**config.mk**
```make
export PLATFORM = sky130hd
export DESIGN_NAME = musicBoxTop
export DESIGN_NICKNAME = d
export VERILOG_FILES = /design/src/musicPkg.sv /design/src/busPkg.sv /design/src/songRom.sv /design/src/notePeriodLut.sv /design/src/songSequencer.sv /design/src/songCtrlRegs.sv /design/src/musicBoxTop.sv
export VERILOG_INCLUDE_DIRS = /design/src
export SDC_FILE = /design/constraint.sdc
export NUM_CORES = 1
export LEC_CHECK = 0
export BUFFER_PORTS_ARGS = -buffer_cell sky130_fd_sc_hd__buf_2
export CAP_MARGIN = 20
export CORE_MARGIN = 3
export CORE_UTILIZATION = 40
export DETAILED_ROUTE_END_ITERATION = 7
export PLACE_DENSITY = 0.71
export SLEW_MARGIN = 40
export SYNTH_ARGS = -nofsm -noshare
export SYNTH_HDL_FRONTEND = slang
export SYNTH_HIERARCHICAL = 1
export SYNTH_SLANG_ARGS = --single-unit
```
**constraint.sdc**
```tcl
create_clock -name playSound -period 4.5 [get_ports playSound]
set_input_delay 0.45 -clock playSound [delete_from_list [all_inputs] [get_ports playSound]]
set_output_delay 0.45 -clock playSound [all_outputs]
set_load 0.01 [all_outputs]
```
**src/songData.svh**
```systemverilog
`ifndef SONG_DATA_SVH
`define SONG_DATA_SVH

// word layout {valid, code, dur}, an all zero word ends a song
localparam songEntry_t songTable [romDepth] = '{
        // idle terminator at address 0
        8'h00,
        // song 0, twinkle twinkle
        8'hA4, 8'hA4, 8'hB4, 8'hB4, 8'hB8, 8'hB8, 8'hB5,
        8'hB0, 8'hB0, 8'hAC, 8'hAC, 8'hA8, 8'hA8, 8'hA5,
        8'hB4, 8'hB4, 8'hB0, 8'hB0, 8'hAC, 8'hAC, 8'hA9,
        8'hB4, 8'hB4, 8'hB0, 8'hB0, 8'hAC, 8'hAC, 8'hA9,
        8'hA4, 8'hA4, 8'hB4, 8'hB4, 8'hB8, 8'hB8, 8'hB5,
        8'hB0, 8'hB0, 8'hAC, 8'hAC, 8'hA8, 8'hA8, 8'hA5,
        8'h00,
        // song 1, ode to joy
        8'hAC, 8'hAC, 8'hB0, 8'hB4, 8'hB4, 8'hB0, 8'hAC, 8'hA8,
        8'hA4, 8'hA4, 8'hA8, 8'hAC, 8'hAC, 8'hA8, 8'hA9,
        8'hAC, 8'hAC, 8'hB0, 8'hB4, 8'hB4, 8'hB0, 8'hAC, 8'hA8,
        8'hA4, 8'hA4, 8'hA8, 8'hAC, 8'hA8, 8'hA4, 8'hA5,
        8'hA8, 8'hA8, 8'hAC, 8'hA4, 8'hA8, 8'hB0, 8'hAC, 8'hA4,
        8'hA8, 8'hB0, 8'hAC, 8'hA8, 8'hA4, 8'hA8, 8'hB5,
        8'hAC, 8'hAC, 8'hB0, 8'hB4, 8'hB4, 8'hB0, 8'hAC, 8'hA8,
        8'hA4, 8'hA4, 8'hA8, 8'hAC, 8'hA8, 8'hA4, 8'hA5,
        8'h00,
        // song 2, the only one with long notes
        8'hA5, 8'hA4, 8'hAC, 8'hB5, 8'hB9, 8'hB7, 8'hAD,
        8'hA5, 8'hA4, 8'hAC, 8'hB5, 8'hB9, 8'hB7, 8'hAD,
        8'hAD, 8'hB5, 8'hB9, 8'hB5, 8'hC1, 8'hB9, 8'hB6,
        8'hA5, 8'hA4, 8'hAC, 8'hB5, 8'hB9, 8'hC1, 8'hB9, 8'hB6,
        8'hB5, 8'hB5, 8'hBA, 8'hB8, 8'hC1, 8'hC0, 8'hB8, 8'hB6,
        8'hB5, 8'hB4, 8'hB8, 8'hB6, 8'hB6,
        8'hB5, 8'hB4, 8'hB8, 8'hB6, 8'hB6,
        8'h00,
        // song 3, farm tune
        8'hC0, 8'hC0, 8'hC0, 8'hB4, 8'hB8, 8'hB8, 8'hB5,
        8'hC8, 8'hC8, 8'hC4, 8'hC4, 8'hC1,
        8'hC0, 8'hC0, 8'hC0, 8'hB4, 8'hB8, 8'hB8, 8'hB5,
        8'hC8, 8'hC8, 8'hC4, 8'hC4, 8'hC1,
        // trailing terminator
        8'h00
};

`endif

```
**src/musicPkg.sv**
```systemverilog
`default_nettype none

package musicPkg;

        ////////////////////////////////////////////////////////////////////////////
        // scalar types
        ////////////////////////////////////////////////////////////////////////////

        // note code, three octaves from C3 up to C6
        typedef logic [4:0] noteCode_t;
        // duration code, only passed through to the player
        typedef logic [1:0] duration_t;
        typedef logic [1:0] songId_t;
        typedef logic [7:0] romAddr_t;
        // divider count for the tone generator
        typedef logic [19:0] notePeriod_t;

        // one song memory word, valid flag in the top bit
        typedef struct packed {
                logic      valid;
                noteCode_t code;
                duration_t dur;
        } songEntry_t;

        ////////////////////////////////////////////////////////////////////////////
        // note codes
        ////////////////////////////////////////////////////////////////////////////

        localparam noteCode_t noteC3 = 5'd0;
        localparam noteCode_t noteD3 = 5'd1;
        localparam noteCode_t noteE3 = 5'd2;
        localparam noteCode_t noteF3 = 5'd3;
        localparam noteCode_t noteG3 = 5'd4;
        localparam noteCode_t noteA3 = 5'd5;
        localparam noteCode_t noteB3 = 5'd6;
        // code 7 unused, code 8 is silence
        localparam noteCode_t restCode = 5'd8;
        localparam noteCode_t noteC4 = 5'd9;
        localparam noteCode_t noteD4 = 5'd10;
        localparam noteCode_t noteE4 = 5'd11;
        localparam noteCode_t noteF4 = 5'd12;
        localparam noteCode_t noteG4 = 5'd13;
        localparam noteCode_t noteA4 = 5'd14;
        localparam noteCode_t noteB4 = 5'd15;
        localparam noteCode_t noteC5 = 5'd16;
        localparam noteCode_t noteD5 = 5'd17;
        localparam noteCode_t noteE5 = 5'd18;
        localparam noteCode_t noteF5 = 5'd19;
        localparam noteCode_t noteG5 = 5'd20;
        localparam noteCode_t noteA5 = 5'd21;
        localparam noteCode_t noteB5 = 5'd22;
        localparam noteCode_t noteC6 = 5'd23;

        // song memory size and layout
        localparam int romDepth = 178;
        // first word of each song, right after its leading terminator
        localparam romAddr_t songBase [4] = '{8'd1, 8'd44, 8'd105, 8'd153};
        localparam int songLength [4] = '{42, 60, 47, 24};

endpackage

`default_nettype wire

```
**src/busPkg.sv**
```systemverilog
`default_nettype none

package busPkg;

        // APB request from the bus master
        typedef struct packed {
                logic        psel;
                logic        penable;
                logic        pwrite;
                logic [7:0]  paddr;
                logic [31:0] pwdata;
        } apbReq_t;

        // APB response back to the master
        typedef struct packed {
                logic [31:0] prdata;
                logic        pready;
                logic        pslverr;
        } apbRsp_t;

        // register map
        localparam logic [7:0] ctrlAddr = 8'h00;
        localparam logic [7:0] statusAddr = 8'h04;
        // field positions
        localparam int ctrlPlayBit = 8;
        localparam int statusPlayBit = 0;
        localparam int statusSongLsb = 4;

endpackage

`default_nettype wire

```
**src/songRom.sv**
```systemverilog
`timescale 1ns/1ps
`default_nettype none

module songRom #(
        parameter int ROM_DEPTH = musicPkg::romDepth
) (
        input wire musicPkg::romAddr_t addr,
        output musicPkg::songEntry_t entry
);
        import musicPkg::*;

        `include "songData.svh"

        logic inTable;

        // anything past the stored words or the configured depth
        // reads back as a terminator
        assign inTable = (int'(addr) < ROM_DEPTH) && (int'(addr) < romDepth);

        // asynchronous read, no clock here
        always_comb begin
                if (inTable) begin
                        entry = songTable[addr];
                end else begin
                        entry = '0;
                end
        end

endmodule

`default_nettype wire

```
**src/notePeriodLut.sv**
```systemverilog
`timescale 1ns/1ps
`default_nettype none

module notePeriodLut (
        input wire musicPkg::noteCode_t code,
        output musicPkg::notePeriod_t period
);
        import musicPkg::*;

        ////////////////////////////////////////////////////////////////////////////
        // tuning table
        ////////////////////////////////////////////////////////////////////////////

        // divider counts, roughly halving per octave
        always_comb begin
                case (code)
                        // low octave
                        noteC3: period = 20'h5D2EF;
                        noteD3: period = 20'h530A8;
                        noteE3: period = 20'h49FB6;
                        noteF3: period = 20'h45C12;
                        noteG3: period = 20'h3E47E;
                        noteA3: period = 20'h377C8;
                        noteB3: period = 20'h316BD;
                        // middle octave
                        noteC4: period = 20'h2EA85;
                        noteD4: period = 20'h29854;
                        noteE4: period = 20'h24FDB;
                        noteF4: period = 20'h22E09;
                        noteG4: period = 20'h1F23F;
                        noteA4: period = 20'h1BBE4;
                        noteB4: period = 20'h18B5E;
                        // high octave plus top C
                        noteC5: period = 20'h17572;
                        noteD5: period = 20'h14CBA;
                        noteE5: period = 20'h127ED;
                        noteF5: period = 20'h117D1;
                        noteG5: period = 20'h0F91F;
                        noteA5: period = 20'h0DDF2;
                        noteB5: period = 20'h0C5AF;
                        noteC6: period = 20'h0BA8B;
                        // rest and unused codes stay silent
                        default: period = '0;
                endcase
        end

endmodule

`default_nettype wire

```
**src/songSequencer.sv**
```systemverilog
`timescale 1ns/1ps
`default_nettype none

module songSequencer #(
        parameter int ROM_DEPTH = musicPkg::romDepth
) (
        input wire playSound,
        input wire start,
        input wire logic playStart,
        input wire musicPkg::songId_t playSong,
        output musicPkg::romAddr_t romAddr,
        input wire musicPkg::songEntry_t entry,
        output musicPkg::noteCode_t noteCode,
        output musicPkg::duration_t duration,
        output logic noteValid,
        output logic playing
);
        import musicPkg::*;

        logic atLastWord;

        // pointer on the final memory word, next step wraps to idle
        assign atLastWord = (int'(romAddr) >= ROM_DEPTH - 1);

        ////////////////////////////////////////////////////////////////////////////
        // pointer and note registers, one word per note tick
        ////////////////////////////////////////////////////////////////////////////

        always_ff @(posedge playSound or posedge start) begin
                if (start) begin
                        romAddr <= '0;
                        playing <= 1'b0;
                        noteValid <= 1'b0;
                        noteCode <= restCode;
                        duration <= '0;
                end else if (playStart) begin
                        // load song base, silent for this one tick
                        romAddr <= songBase[playSong];
                        playing <= 1'b1;
                        noteValid <= 1'b0;
                        noteCode <= restCode;
                        duration <= '0;
                end else if (playing) begin
                        if (entry.valid) begin
                                noteValid <= 1'b1;
                                noteCode <= entry.code;
                                duration <= entry.dur;
                                romAddr <= atLastWord ? '0 : romAddr + 1'b1;
                        end else begin
                                // terminator reached, park on the idle word
                                noteValid <= 1'b0;
                                noteCode <= restCode;
                                duration <= '0;
                                playing <= 1'b0;
                                romAddr <= '0;
                        end
                end
        end

endmodule

`default_nettype wire

```
**src/songCtrlRegs.sv**
```systemverilog
`timescale 1ns/1ps
`default_nettype none

module songCtrlRegs (
        input wire playSound,
        input wire start,
        input wire busPkg::apbReq_t apbReq,
        output busPkg::apbRsp_t apbRsp,
        input wire logic playing,
        output logic playStart,
        output musicPkg::songId_t playSong
);
        import busPkg::*;
        import musicPkg::*;

        logic accessPhase;
        logic ctrlHit;
        logic statusHit;
        logic badXfer;
        logic ctrlWrite;
        logic playWrite;
        logic [31:0] readData;
        // song picked by the last play write
        songId_t curSong;

        ////////////////////////////////////////////////////////////////////////////
        // address decode
        ////////////////////////////////////////////////////////////////////////////

        // pready is tied high, so every access phase completes
        assign accessPhase = apbReq.psel && apbReq.penable;
        assign ctrlHit = (apbReq.paddr == ctrlAddr);
        assign statusHit = (apbReq.paddr == statusAddr);
        // unknown address or write to the read only status
        assign badXfer = accessPhase && (!(ctrlHit || statusHit) || (statusHit && apbReq.pwrite));
        assign ctrlWrite = accessPhase && apbReq.pwrite && ctrlHit;
        assign playWrite = ctrlWrite && apbReq.pwdata[ctrlPlayBit];

        always_ff @(posedge playSound or posedge start) begin
                if (start) begin
                        playSong <= '0;
                        curSong <= '0;
                        playStart <= 1'b0;
                end else begin
                        // single tick pulse toward the sequencer
                        playStart <= playWrite;
                        if (ctrlWrite) begin
                                playSong <= apbReq.pwdata[1:0];
                        end
                        if (playWrite) begin
                                curSong <= apbReq.pwdata[1:0];
                        end
                end
        end

        // read mux
        always_comb begin
                readData = '0;
                if (ctrlHit) begin
                        readData[1:0] = playSong;
                end else if (statusHit) begin
                        readData[statusPlayBit] = playing;
                        readData[statusSongLsb +: 2] = curSong;
                end
        end

        // errored reads return zero
        assign apbRsp.prdata = (accessPhase && !apbReq.pwrite && !badXfer) ? readData : '0;
        assign apbRsp.pready = 1'b1;
        assign apbRsp.pslverr = badXfer;

endmodule

`default_nettype wire

```
**src/musicBoxTop.sv**
```systemverilog
`timescale 1ns/1ps
`default_nettype none

module musicBoxTop #(
        parameter int ROM_DEPTH = musicPkg::romDepth
) (
        input wire playSound,
        input wire start,
        input wire busPkg::apbReq_t apbReq,
        output busPkg::apbRsp_t apbRsp,
        output musicPkg::notePeriod_t notePeriod,
        output musicPkg::duration_t duration,
        output logic noteValid,
        output logic playing
);
        import musicPkg::*;

        // register block to sequencer
        logic playStart;
        songId_t playSong;
        // sequencer to memory and tuning table
        romAddr_t romAddr;
        songEntry_t entry;
        noteCode_t noteCode;

        songCtrlRegs ctrlRegs_i (
                .playSound (playSound),
                .start     (start),
                .apbReq    (apbReq),
                .apbRsp    (apbRsp),
                .playing   (playing),
                .playStart (playStart),
                .playSong  (playSong)
        );

        songSequencer #(.ROM_DEPTH(ROM_DEPTH)) sequencer_i (
                .playSound (playSound),
                .start     (start),
                .playStart (playStart),
                .playSong  (playSong),
                .romAddr   (romAddr),
                .entry     (entry),
                .noteCode  (noteCode),
                .duration  (duration),
                .noteValid (noteValid),
                .playing   (playing)
        );

        songRom #(.ROM_DEPTH(ROM_DEPTH)) rom_i (
                .addr  (romAddr),
                .entry (entry)
        );

        notePeriodLut lut_i (
                .code   (noteCode),
                .period (notePeriod)
        );

endmodule

`default_nettype wire

```
==> run summary <==
CP top delay family -> compound AO/OA/AOI/OAI gates
sequential share of the synthesized area -> 0.1400
Mapped Cells -> 503
Avg Cell Area, Syn -> 7.836 µm²
Place WS -> 1393 ps
Yosys Warn Count -> 6
HP Class -> in2async
Routed WL -> 10320 µm
Peak VDD IR -> 0.0002164 V
multi-input combinational cell area -> 2878 µm²
Worst Path Buf+Inv -> 2
Synth area leaders -> dfrtp_1, ha_1, buf_4
HPWL Detailed -> 7024 µm
Post-synth EDFFs -> 0
fillers -> 983
final critical-path share of the clock period -> 0.6999
Bufs on Longest Clock Path -> 2
Tot Pwr -> 0.0004402 W
initial core utilization -> 0.4186
PnR worst setup slack -> 1350 ps
layout cell share with drive strength beyond 1 -> 0.1650
Die ar. -> 11080 µm²
FF-to-FF Start -> sequencer_i/romAddr[0]$_DFFE_PP0P_
port buffer count -> 43
CTS resizes -> 0
post-layout minimum cycle time -> 3150 ps
R2R Path End -> sequencer_i/romAddr[5]$_DFFE_PP0P_
CP cell instances -> buf_4 -> ha_1 -> mux2_1 -> a31oi_1 -> nor3_1 -> o21a_1 -> a31oi_1 -> buf_4 -> nand3b_1 -> a221o_4 -> o41ai_2 -> a21o_1
nets -> 584
largest net degree at the start of global routing -> 55
Routed wire per std cell -> 16.17 µm
critical path class -> reg2reg
worst slew pin tran -> 694.2 ps
CTS buffer count -> 3
Startpoint Class -> flip-flop
drt initial violations -> 570
antenna violations before repair -> 0
sum of negative setup slack -> 0 ps
post-route antenna net violation count -> 0
TritonCTS clock tree -> built
Hold Fails Final Rpt -> 0
outcome -> complete, no violations
number of top-level pins -> 103
cell area after synthesis -> 3941 µm²
Crit Path Max Fanout -> 17
vias -> 3897
cells on worst reg2reg path -> 12
PwrDens -> 109.2 nW/µm²
Die H -> 105.3 µm
Leakage -> 1.693 nW
Synth area leader -> dfrtp_1
Antenna diodes -> 0
H-Tree Depth -> 1
Worst-path clk slew -> 80 ps
gr usage total -> 0.1734
hold slack -> 86.61 ps
Post-CTS Hold Fix Bufs -> 0
Setup crit end kind -> flip-flop
postcts setup bufs -> 0
GRT overflow -> 0
max cap viols -> 0
clk root buf -> clkbuf_8
vias in the first global route -> 3416
vias per cell -> 6.108
critical path depth -> 12
Register Area -> 555.5 µm²
placed cell area -> 3960 µm²
Synth Register Bits -> 22
Worst path slowest cell -> a221o_4
die extent in x -> 105.3 µm
commonest non-fill, non-tap cell in the layout -> buf_2
Synth-to-Final Area Change -> 2.286%
fin. max-slew vios -> 0
Slew Limit Headroom -> 0.5372
Synth async-reset ratio -> 1.000
Reg2Reg Setup Slack -> 1350 ps
row count -> 35
RSZ-0062 raised after global routing -> false
Clock Latency Late Sink -> 260 ps
dominant synthesized flop cell -> dfrtp_1
worst path required time -> 4710 ps
router iterations before antenna repair -> 6
most frequent cells in the layout -> buf_2, nand2_1, nor2_1, conb_1, a21oi_1
RePlAce Congestion -> 0.9517
fin area -> 4031 µm²
Synth top area share -> 0.1333
CTS sink count -> 22
DRC viols -> 0
Core Box Area -> 9415 µm²
Peak Freq -> 317.5 MHz
clk_skew -> 3.387 ps
endpoints failing setup -> 0
library cells used by synthesis -> 81
first-pass GRT wire length -> 16820 µm
CP arrival -> 3360 ps
Critical Path Max Stage Delay -> 450 ps
## cells in the mapped netlist, drive strengths merged (6+ instances only)
| library cell | count |
|---|---|
| a211oi | 6 |
| clkbuf | 12 |
| a221oi | 8 |
| dfrtp | 21 |
| buf | 64 |
| a21oi | 30 |
| a221o | 7 |
| nand3 | 19 |
| inv | 24 |
| nor2 | 35 |
| nand2b | 22 |
| o211ai | 10 |
| o21ai | 22 |
| nand2 | 35 |
| mux2i | 15 |
| nor3 | 12 |
| mux2 | 7 |
| a22o | 6 |
| a21o | 9 |
| ha | 29 |
| and3 | 6 |
| nor2b | 7 |
## stage by stage
step / util / std cells
floorplan: - / 530
global placement: 0.4203 / 634
detailed placement: 0.4206 / 634
CTS: 0.4282 / 638
global route: 0.4282 / 638
finish: 0.4282 / 638
## layer usage
| layer | wire [µm] | share of wire | global-route usage |
|---|---|---|---|
| met1 | 4333 | 0.42 | 0.2399 |
| met2 | 5002 | 0.48 | 0.2937 |
| met3 | 841 | 0.082 | 0.01960 |
| met4 | 141 | 0.014 | 0.02999 |
| met5 | 0 | 0 | 0 |
## registers in the layout, indices dropped and copies added, names as in the netlist
name	cells
sequencer_i/romAddr	8
sequencer_i/noteCode	5
ctrlRegs_i/curSong	2
ctrlRegs_i/playSong	2
sequencer_i/duration	2
ctrlRegs_i/playStart	1
sequencer_i/noteValid	1
sequencer_i/playing	1
## where the power goes
group          total [W]  switching (W)  internal, W  leakage, nW
Sequential      0.000202     0.00000354     0.000199        0.299
Clock           0.000184      0.0000652     0.000119       0.0357
Combinational  0.0000541      0.0000356    0.0000185         1.36
Total           0.000440       0.000104     0.000336         1.69
## cell families after synthesis
family	count (synthesis)	synth area share
other	3	0.002857
adder cells (fa/ha/maj)	29	0.09206
AO/OA/AOI/OAI	164	0.3137
multiplexers	25	0.07619
buffers and inverters	100	0.1556
AND/OR/NAND/NOR	159	0.2175
XOR/XNOR	1	0.002223
flip-flops	22	0.1400
## cell type report
cell class,count,share of cell area
clock buffers,3,0.01024
clock inverters,1,0.007449
inverters,24,0.02235
multi-input cells,408,0.7138
flip-flops and latches,22,0.1378
well taps,129,0.04004
repair buffers,51,0.06828
## how the worst max path moves through the flow
stage / from / endpoint / slack (ps)
detailed placement: sequencer_i/romAddr[0]$_DFFE_PP0P_ / sequencer_i/romAddr[5]$_DFFE_PP0P_ / 1390
floorplan: sequencer_i/romAddr[1]$_DFFE_PP0P_ / sequencer_i/romAddr[4]$_DFFE_PP0P_ / 1100
CTS: sequencer_i/romAddr[0]$_DFFE_PP0P_ / sequencer_i/romAddr[5]$_DFFE_PP0P_ / 1360
global route: sequencer_i/romAddr[0]$_DFFE_PP0P_ / sequencer_i/romAddr[3]$_DFFE_PP0P_ / 1210
finish: sequencer_i/romAddr[0]$_DFFE_PP0P_ / sequencer_i/romAddr[5]$_DFFE_PP0P_ / 1350
global placement: sequencer_i/romAddr[0]$_DFFE_PP0P_ / sequencer_i/romAddr[5]$_DFFE_PP0P_ / 1410
Note: power is estimated with default switching activity, not from simulation.
